==> src/verilog/cpu_macros.svh <==
`ifndef CPU_MACROS_SVH
`define CPU_MACROS_SVH

// Core widths and sizes
`define CPU_XLEN 32
`define CPU_REG_COUNT 32

// Fixed addresses
`define CPU_RESET_PC 32'h0000_0000
`define CPU_EXC_VECTOR 32'h8000_0180
`define CPU_LINK_REG 31

`endif
==> src/verilog/ctrlPkg.sv <==
package ctrlPkg;

  typedef enum logic [2:0] {
    stFetch,
    stDecode,
    stExecute,
    stWriteback,
    stException
  } stateT;

  typedef enum logic [1:0] {
    pcNext,
    pcJump,
    pcVector
  } pcSelT;

  typedef enum logic {
    wbAlu,
    wbLink
  } wbSelT;

  typedef enum logic [1:0] {
    excNone,
    excOverflow,
    excIllegal
  } excCauseT;

endpackage

==> src/verilog/isaPkg.sv <==
`include "cpu_macros.svh"

package isaPkg;

  typedef enum logic [5:0] {
    opRType = 6'b000000,
    opJ     = 6'b000010,
    opJal   = 6'b000011,
    opAddi  = 6'b001000,
    opAddiu = 6'b001001,
    opSlti  = 6'b001010,
    opLui   = 6'b001111
  } opcodeT;

  typedef enum logic [5:0] {
    fnAdd = 6'b100000,
    fnSub = 6'b100010,
    fnAnd = 6'b100100,
    fnSlt = 6'b101010
  } functT;

  typedef enum logic [2:0] {
    aluAdd,
    aluSub,
    aluAnd,
    aluSlt,
    aluPassImm
  } aluOpT;

  // Fields pulled out of the instruction register
  typedef struct packed {
    logic [4:0]           rs;
    logic [4:0]           rt;
    logic [4:0]           rd;
    logic [`CPU_XLEN-1:0] imm;
    logic [25:0]          target;
    aluOpT                aluOp;
    logic                 useImm;
    logic                 trapsOverflow;
    logic                 isJump;
    logic                 isLink;
    logic                 writesReg;
    logic                 illegal;
  } decodedT;

endpackage

==> src/verilog/ctrlBus.sv <==
`timescale 1ns/1ps

interface ctrlBus;

  logic            irWrite;
  logic            pcWrite;
  ctrlPkg::pcSelT  pcSel;
  logic            epcWrite;
  logic            operandWrite;
  logic            resultWrite;
  logic            regWrite;
  ctrlPkg::wbSelT  wbSel;

  modport fsm (
    output irWrite, pcWrite, pcSel, epcWrite,
    output operandWrite, resultWrite, regWrite, wbSel
  );

  modport pcSide (input pcWrite, pcSel, epcWrite);

  modport execSide (input operandWrite, resultWrite);

  modport rfSide (input regWrite, wbSel);

endinterface

==> src/verilog/cpuTop.sv <==
`timescale 1ns/1ps
`include "cpu_macros.svh"

module cpuTop (
  input  logic                 clk,
  input  logic                 reset,
  input  logic                 instrValid,
  input  logic [`CPU_XLEN-1:0] instr,
  output logic                 instrReady,
  output logic                 wbValid,
  output logic [4:0]           wbReg,
  output logic [`CPU_XLEN-1:0] wbData,
  output logic                 excValid,
  output ctrlPkg::excCauseT    excCause,
  output logic [`CPU_XLEN-1:0] epc,
  output logic [`CPU_XLEN-1:0] pc
);

  isaPkg::decodedT      decoded;
  logic                 overflow;
  logic [`CPU_XLEN-1:0] result;
  logic [`CPU_XLEN-1:0] rsData;
  logic [`CPU_XLEN-1:0] rtData;

  ctrlBus ctrlBusInst ();

  assign wbReg = decoded.rd;

  controlFsm controlFsmInst (
    .clk(clk), .reset(reset), .instrValid(instrValid), .decoded(decoded),
    .overflow(overflow), .ctrl(ctrlBusInst.fsm), .instrReady(instrReady),
    .wbValid(wbValid), .excValid(excValid), .excCause(excCause)
  );

  pcUnit pcUnitInst (
    .clk(clk), .reset(reset), .ctrl(ctrlBusInst.pcSide), .decoded(decoded),
    .pc(pc), .epc(epc)
  );

  instrDecoder instrDecoderInst (
    .clk(clk), .reset(reset), .irWrite(ctrlBusInst.irWrite), .instr(instr),
    .decoded(decoded)
  );

  regFile regFileInst (
    .clk(clk), .reset(reset), .ctrl(ctrlBusInst.rfSide), .decoded(decoded),
    .result(result), .pc(pc), .rsData(rsData), .rtData(rtData), .wbData(wbData)
  );

  execUnit execUnitInst (
    .clk(clk), .reset(reset), .ctrl(ctrlBusInst.execSide), .decoded(decoded),
    .rsData(rsData), .rtData(rtData), .result(result), .overflow(overflow)
  );

endmodule

==> src/verilog/execUnit.sv <==
`timescale 1ns/1ps
`include "cpu_macros.svh"

module execUnit (
  input  logic                 clk,
  input  logic                 reset,
  ctrlBus.execSide             ctrl,
  input  isaPkg::decodedT      decoded,
  input  logic [`CPU_XLEN-1:0] rsData,
  input  logic [`CPU_XLEN-1:0] rtData,
  output logic [`CPU_XLEN-1:0] result,
  output logic                 overflow
);

  localparam int msb = `CPU_XLEN - 1;

  logic [`CPU_XLEN-1:0] aReg;
  logic [`CPU_XLEN-1:0] bReg;
  logic [`CPU_XLEN-1:0] opB;
  logic [`CPU_XLEN-1:0] aluOut;
  logic                 aluOvf;

  assign opB = decoded.useImm ? decoded.imm : bReg;

  always_comb begin
    aluOvf = 1'b0;
    case (decoded.aluOp)
      isaPkg::aluAdd: begin
        aluOut = aReg + opB;
        aluOvf = (aReg[msb] == opB[msb]) && (aluOut[msb] != aReg[msb]);
      end
      isaPkg::aluSub: begin
        aluOut = aReg - opB;
        aluOvf = (aReg[msb] != opB[msb]) && (aluOut[msb] != aReg[msb]);
      end
      isaPkg::aluAnd: aluOut = aReg & opB;
      isaPkg::aluSlt: aluOut = `CPU_XLEN'($signed(aReg) < $signed(opB));
      // lui
      isaPkg::aluPassImm: aluOut = opB << 16;
      default: aluOut = '0;
    endcase
  end

  always_ff @(posedge clk) begin
    if (ctrl.operandWrite) begin
      aReg <= rsData;
      bReg <= rtData;
    end
    if (ctrl.resultWrite) begin
      result <= aluOut;
    end
  end

  // Only trapping instructions raise the flag
  always_ff @(posedge clk) begin
    if (reset) begin
      overflow <= 1'b0;
    end else if (ctrl.resultWrite) begin
      overflow <= aluOvf && decoded.trapsOverflow;
    end
  end

endmodule

==> src/verilog/regFile.sv <==
`timescale 1ns/1ps
`include "cpu_macros.svh"

module regFile (
  input  logic                 clk,
  input  logic                 reset,
  ctrlBus.rfSide               ctrl,
  input  isaPkg::decodedT      decoded,
  input  logic [`CPU_XLEN-1:0] result,
  input  logic [`CPU_XLEN-1:0] pc,
  output logic [`CPU_XLEN-1:0] rsData,
  output logic [`CPU_XLEN-1:0] rtData,
  output logic [`CPU_XLEN-1:0] wbData
);

  logic [`CPU_XLEN-1:0] regs [`CPU_REG_COUNT];

  // Link value is the PC after fetch stepped it
  assign wbData = (ctrl.wbSel == ctrlPkg::wbLink) ? pc : result;
  assign rsData = regs[decoded.rs];
  assign rtData = regs[decoded.rt];

  always_ff @(posedge clk) begin
    if (reset) begin
      for (int i = 0; i < `CPU_REG_COUNT; i++) begin
        regs[i] <= '0;
      end
    end else if (ctrl.regWrite && (decoded.rd != '0)) begin
      regs[decoded.rd] <= wbData;
    end
  end

endmodule

==> src/verilog/instrDecoder.sv <==
`timescale 1ns/1ps
`include "cpu_macros.svh"

module instrDecoder (
  input  logic                 clk,
  input  logic                 reset,
  input  logic                 irWrite,
  input  logic [`CPU_XLEN-1:0] instr,
  output isaPkg::decodedT      decoded
);

  logic [`CPU_XLEN-1:0] instrReg;

  always_ff @(posedge clk) begin
    if (reset) begin
      instrReg <= '0;
    end else if (irWrite) begin
      instrReg <= instr;
    end
  end

  always_comb begin
    decoded               = '0;
    decoded.rs            = instrReg[25:21];
    decoded.rt            = instrReg[20:16];
    decoded.rd            = instrReg[15:11];
    decoded.imm           = {{(`CPU_XLEN-16){instrReg[15]}}, instrReg[15:0]};
    decoded.target        = instrReg[25:0];
    decoded.aluOp         = isaPkg::aluAdd;
    case (instrReg[31:26])
      isaPkg::opRType: begin
        decoded.writesReg = 1'b1;
        case (instrReg[5:0])
          isaPkg::fnAdd: decoded.trapsOverflow = 1'b1;
          isaPkg::fnSub: begin
            decoded.aluOp         = isaPkg::aluSub;
            decoded.trapsOverflow = 1'b1;
          end
          isaPkg::fnAnd: decoded.aluOp = isaPkg::aluAnd;
          isaPkg::fnSlt: decoded.aluOp = isaPkg::aluSlt;
          default: begin
            decoded.writesReg = 1'b0;
            decoded.illegal   = 1'b1;
          end
        endcase
      end
      isaPkg::opAddi, isaPkg::opAddiu, isaPkg::opSlti, isaPkg::opLui: begin
        // Immediates write rt
        decoded.rd            = instrReg[20:16];
        decoded.useImm        = 1'b1;
        decoded.writesReg     = 1'b1;
        decoded.trapsOverflow = (instrReg[31:26] == isaPkg::opAddi);
        if (instrReg[31:26] == isaPkg::opSlti) begin
          decoded.aluOp = isaPkg::aluSlt;
        end else if (instrReg[31:26] == isaPkg::opLui) begin
          decoded.aluOp = isaPkg::aluPassImm;
        end
      end
      isaPkg::opJ: begin
        decoded.rd     = '0;
        decoded.isJump = 1'b1;
      end
      isaPkg::opJal: begin
        decoded.rd        = 5'(`CPU_LINK_REG);
        decoded.isJump    = 1'b1;
        decoded.isLink    = 1'b1;
        decoded.writesReg = 1'b1;
      end
      default: decoded.illegal = 1'b1;
    endcase
  end

endmodule

==> src/verilog/pcUnit.sv <==
`timescale 1ns/1ps
`include "cpu_macros.svh"

module pcUnit (
  input  logic                 clk,
  input  logic                 reset,
  ctrlBus.pcSide               ctrl,
  input  isaPkg::decodedT      decoded,
  output logic [`CPU_XLEN-1:0] pc,
  output logic [`CPU_XLEN-1:0] epc
);

  logic [`CPU_XLEN-1:0] pcNextVal;

  always_comb begin
    case (ctrl.pcSel)
      // Region bits kept from the already stepped PC
      ctrlPkg::pcJump: begin
        pcNextVal = {pc[`CPU_XLEN-1:`CPU_XLEN-4], decoded.target, 2'b00};
      end
      ctrlPkg::pcVector: begin
        pcNextVal = `CPU_EXC_VECTOR;
      end
      default: begin
        pcNextVal = pc + `CPU_XLEN'(4);
      end
    endcase
  end

  always_ff @(posedge clk) begin
    if (reset) begin
      pc  <= `CPU_RESET_PC;
      epc <= '0;
    end else begin
      if (ctrl.pcWrite) begin
        pc <= pcNextVal;
      end
      // PC already points past the faulting instruction
      if (ctrl.epcWrite) begin
        epc <= pc - `CPU_XLEN'(4);
      end
    end
  end

endmodule

==> src/verilog/controlFsm.sv <==
`timescale 1ns/1ps

module controlFsm (
  input  logic              clk,
  input  logic              reset,
  input  logic              instrValid,
  input  isaPkg::decodedT   decoded,
  input  logic              overflow,
  ctrlBus.fsm               ctrl,
  output logic              instrReady,
  output logic              wbValid,
  output logic              excValid,
  output ctrlPkg::excCauseT excCause
);

  ctrlPkg::stateT state;
  ctrlPkg::stateT stateNext;

  always_ff @(posedge clk) begin
    if (reset) begin
      state <= ctrlPkg::stFetch;
    end else begin
      state <= stateNext;
    end
  end

  always_comb begin
    stateNext         = state;
    ctrl.irWrite      = 1'b0;
    ctrl.pcWrite      = 1'b0;
    ctrl.pcSel        = ctrlPkg::pcNext;
    ctrl.epcWrite     = 1'b0;
    ctrl.operandWrite = 1'b0;
    ctrl.resultWrite  = 1'b0;
    ctrl.regWrite     = 1'b0;
    ctrl.wbSel        = decoded.isLink ? ctrlPkg::wbLink : ctrlPkg::wbAlu;
    instrReady        = 1'b0;
    wbValid           = 1'b0;
    excValid          = 1'b0;
    excCause          = ctrlPkg::excNone;
    case (state)
      ctrlPkg::stFetch: begin
        instrReady = 1'b1;
        // Load IR and step PC on the handshake
        if (instrValid) begin
          ctrl.irWrite = 1'b1;
          ctrl.pcWrite = 1'b1;
          stateNext    = ctrlPkg::stDecode;
        end
      end
      ctrlPkg::stDecode: begin
        ctrl.operandWrite = 1'b1;
        stateNext = decoded.illegal ? ctrlPkg::stException : ctrlPkg::stExecute;
      end
      ctrlPkg::stExecute: begin
        ctrl.resultWrite = 1'b1;
        stateNext        = ctrlPkg::stWriteback;
      end
      ctrlPkg::stWriteback: begin
        if (overflow) begin
          stateNext = ctrlPkg::stException;
        end else begin
          wbValid       = 1'b1;
          ctrl.regWrite = decoded.writesReg;
          ctrl.pcWrite  = decoded.isJump;
          ctrl.pcSel    = ctrlPkg::pcJump;
          stateNext     = ctrlPkg::stFetch;
        end
      end
      ctrlPkg::stException: begin
        excValid      = 1'b1;
        excCause      = decoded.illegal ? ctrlPkg::excIllegal : ctrlPkg::excOverflow;
        ctrl.epcWrite = 1'b1;
        ctrl.pcWrite  = 1'b1;
        ctrl.pcSel    = ctrlPkg::pcVector;
        stateNext     = ctrlPkg::stFetch;
      end
      default: stateNext = ctrlPkg::stFetch;
    endcase
  end

endmodule

==> config.mk <==
export PLATFORM = sky130hd
export DESIGN_NAME = cpuTop
export DESIGN_NICKNAME = d
export VERILOG_FILES = /design/src/verilog/ctrlPkg.sv /design/src/verilog/isaPkg.sv /design/src/verilog/ctrlBus.sv /design/src/verilog/cpuTop.sv /design/src/verilog/execUnit.sv /design/src/verilog/regFile.sv /design/src/verilog/instrDecoder.sv /design/src/verilog/pcUnit.sv /design/src/verilog/controlFsm.sv
export VERILOG_INCLUDE_DIRS = /design/src /design/src/verilog
export SDC_FILE = /design/constraint.sdc
export NUM_CORES = 2
export LEC_CHECK = 0
export CAP_MARGIN = 20
export CORE_MARGIN = 2
export CORE_UTILIZATION = 45
export DETAILED_ROUTE_END_ITERATION = 10
export DONT_BUFFER_PORTS = 1
export HOLD_SLACK_MARGIN = 0.02
export PLACE_DENSITY = 0.68
export SLEW_MARGIN = 20
export SYNTH_ARGS = -nofsm -noshare
export SYNTH_HDL_FRONTEND = slang
export SYNTH_HIERARCHICAL = 1
export SYNTH_SLANG_ARGS = --single-unit
==> constraint.sdc <==
create_clock -name clk -period 6.5 [get_ports clk]
set_input_delay 0.65 -clock clk [delete_from_list [all_inputs] [get_ports clk]]
set_output_delay 0.65 -clock clk [all_outputs]
set_load 0.05 [all_outputs]
==> impl_summary.txt <==
----------------------------------------------------
[Status]
  Outcome ... finished, final reports clean

[Pwr]
  Relative contribution of sequential cells to total power ... 45.5%
  Switching Power ... 0.00584 W
  Share of total power consumed by net switching ... 29.0%
  Clock network power share ... 37.5%
  Pint ... 0.0143 W
  Largest vdd supply drop ... 232 µV
  Power per unit of standard cell area ... 276 nW/µm²
  Combinational share of power ... 17.0%
  P_leak ... 25.8 nW
  Overall power after layout ... 0.0202 W

[Timing]
  Setup slack of the critical path after layout ... 1.16 ns
  Fmax achieved ... 0.187 GHz
  Slew HR ... 20.7%
  Number of pins with negative max-slew slack in the final report ... 0
  Final critical-path required period ... 5.34 ns
  Total count of hold-check failures in the final report ... 0
  Setup repair after global routing missed its margin ... false
  Sum of negative setup slack ... 0 ns
  Clock skew ... 0.0484 ns
  Transition at the pin with the smallest max-transition slack ... 1.19 ns
  Setup-failing EPs final ... 0
  Final clock period utilization by the worst path ... 82.1%

[GRT]
  Number of global-route vias before repair ... 49400
  Total global routing overflow ... 0
  Global-route wire length before repair ... 339000 µm
  Global router's overall resource usage ... 30.3%
  Number of antenna violations at the first check in global routing ... 14
  Maximum number of pins on one net before global-route repair ... 104

[Critical path]
  Reg-to-reg critical path endpoint ... execUnitInst/result[28]
  Crit end category ... flip-flop
  End point of the critical path ... execUnitInst/result[28]
  Logic depth of the worst register-to-register path ... 17
  Critical path class ... reg2reg
  Crit path max fanout ... 32
  Required @ worst endpoint ... 6.98 ns
  Arr. time, crit path ... 5.82 ns
  Worst-case register-to-register setup slack ... 1.16 ns
  Type of origin of the critical path ... flip-flop
  Launching point of the worst reg2reg path ... instrDecoderInst/instrReg[29]
  Start point of the critical path ... instrDecoderInst/instrReg[29]

[Yosys]
  Combinational family with the most area after synthesis ... multiplexers
  Instance count of the mapped netlist ... 6136
  Yosys top cell area share ... 50.1%
  Distinct cell type count of the synthesized netlist ... 104
  Fraction of the mapped netlist area in adder cells ... 1.40%
  Dominant cell by count in the synthesized netlist ... nor2_1
  Ranking of synthesized cells by area ... edfxtp_1, mux2i_1, nor2_1
  Leading cell types by count after synthesis ... nor2_1, mux2i_1, edfxtp_1, nand2_1, a21oi_1
  Dominant register cell in the synthesized netlist ... edfxtp_1
  Library cell with the largest summed area after synthesis ... edfxtp_1
  Sequential share of the synthesized area ... 52.9%
  Post-synthesis compound-gate area fraction ... 9.48%
  Area share of and/or/nand/nor cells after synthesis ... 12.8%
  Register bit total from synthesis ... 1216
  Synthesis Warnings ... 6
  Avg Inst Size Synth ... 11.0 µm²
  Multiplexer area fraction after synthesis ... 17.0%
  Cell area after technology mapping ... 67200 µm²
  Number of flops mapped to enable cells by yosys ... 1120
  Post-synthesis async set-or-reset flop share ... 0%
  XOR/XNOR share of the synthesized area ... 0.743%

[Final layout]
  Multi-input gate area in the final layout ... 28500 µm²
  Fraction of final layout cells sized beyond drive strength 1 ... 8.65%
  Area growth from synthesis to final layout ... 8.87%
  Number of filler cells placed in the layout ... 13000
  Final Net Count ... 6011
  Storage cell area ... 35600 µm²

[Min path]
  Hold crit path type ... in2reg

[Die]
  Area of the core ... 148000 µm²
  Width of the die ... 390 µm
  Die height ... 390 µm
  Total Die Area ... 152000 µm²
  Number of standard-cell rows in the floorplan ... 141
  Num ports ... 141
  Effective utilization at floorplan ... 45.4%

[Routing]
  Count of routing violations after the opening detailed-route iteration ... 6761
  Routed vias/inst ... 6.46
  Drt drc ... 0
  Routed Antenna Nets ... 0
  Routed length per placed instance ... 29.9 µm
  Total number of vias ... 51300
  Sum of routed wire length over all layers ... 237000 µm
  Count of TritonRoute iterations in the first routing pass ... 6

[CTS]
  Clk sinks ... 1216
  Number of buffers inserted by hold repair at cts ... 33
  Total CTS buffers ... 136
  Post-CTS Setup Repair Bufs ... 0
  TritonCTS clock tree ... done
  Clock root buffer ... clkbuf_16
  Total of cells resized after clock tree synthesis ... 0
  Number of buffers between clock root and the deepest sink ... 3
  Clock transition at the registers of the reported paths ... 0.06 ns
  Count of H-tree levels built during CTS ... 4
  Clock latency on the worst-skew pair ... 0.79 ns

[Place]
  Placed wire-length estimate after detailed placement ... 148000 µm
  I/O Buffers ... 0
  Setup WS pre-CTS ... 1.29 ns
  Final weighted congestion in routability-driven placement ... 0.926

[Job]
  Number of maximum-capacitance violations ... 0

----------------------------------------------------
power groups by stage:
stage / sequential, W / combinational, W / clock, W
final: 0.00918 / 0.00343 / 0.00755
after global routing: 0.00921 / 0.00358 / 0.00792
after CTS: 0.00918 / 0.00332 / 0.00760
after detailed placement: 0.00934 / 0.00328 / 0
after global placement: 0.00932 / 0.00325 / 0
after floorplan: 0.00923 / 0.00230 / 0
final cells by class:
class	count	area share, %
Multi-Input combinational cell	4217	39.0
Inverter	115	0.592
Antenna cell	3	0.0103
Clock inverter	69	0.951
Timing Repair Buffer	216	2.64
Sequential cell	1216	48.6
Clock buffer	169	4.89
Tap cell	1930	3.30
critical path, stage by stage, from the launching register on:
cell       delay [ns]
dfxtp_1          0.40
nor3b_1          0.41
o21ai_1          0.37
clkinv_1         0.11
buf_4            0.51
mux2i_1          0.45
inv_1            0.17
fa_1             0.45
nor2b_1          0.19
o2111ai_1        0.15
a21oi_1          0.17
nand3b_1         0.19
a31oi_1          0.17
o31ai_2          0.55
nand3_1          0.15
a21oi_1          0.22
mux2i_1          0.23
o211ai_1         0.12
metal layers:
metal	GRT usage, %	routed length [µm]
met3	8.63	29700
met1	39.3	89700
met4	14.4	11200
met2	46.8	107000
met5	0	135
cell usage in the layout, fill, tap and decap left out, types with 56 or more instances in the layout:
cell type / n
a21oi_1: 291
a22o_1: 130
a22oi_1: 210
a31oi_1: 82
buf_4: 166
clkbuf_16: 137
dfxtp_1: 94
edfxtp_1: 1120
ha_1: 72
inv_1: 109
mux2i_1: 1095
nand2_1: 300
nand3_1: 224
nor2_1: 1139
nor3_1: 90
o21ai_0: 56
kinds of logic (layout without fill, tap and decap cells):
group	after synthesis	after routing
adders and majority gates	74	74
and+or+nand+nor	1965	1965
other	2	39
DFF	1216	1216
muxes	1138	1138
AOI/OAI and AO/OA	947	947
xor gates and xnor gates	57	57
buffers and inverters	737	569
through the flow:
stage | instance area, µm² | std cells | hold slack [ns] | utilization, %
2_1_floorplan | 67300 | 6170 | 0.439 | -
3_3_place_gp | 68500 | 7661 | 0.488 | 46.3
3_5_place_dp | 68500 | 7661 | 0.517 | 46.3
4_1_cts | 73100 | 7932 | 0.0229 | 49.4
5_1_grt | 73200 | 7932 | 0.0448 | 49.4
6_report | 73200 | 7935 | 0.0491 | 49.4
sequential cells by signal (all words and copies together), names as in the netlist:
name                       count
pcUnitInst/pc                 30
execUnitInst/overflow          1
regFileInst/regs            1024
execUnitInst/result           32
execUnitInst/bReg             32
controlFsmInst/state           3
pcUnitInst/epc                30
execUnitInst/aReg             32
instrDecoderInst/instrReg     32
how the worst min path moves through the flow:
| stage | start | endpoint | cells after the start |
|---|---|---|---|
| floorplan | execUnitInst/overflow | execUnitInst/overflow | 2 |
| detailed placement | pcUnitInst/pc[5] | pcUnitInst/epc[5] | 2 |
| global route | instr[30] | instrDecoderInst/instrReg[30] | 2 |
| finish | instr[30] | instrDecoderInst/instrReg[30] | 2 |
| CTS | instr[30] | instrDecoderInst/instrReg[30] | 2 |
| global placement | pcUnitInst/pc[5] | pcUnitInst/epc[5] | 2 |
No activity file was read; power rests on OpenSTA's default activity.
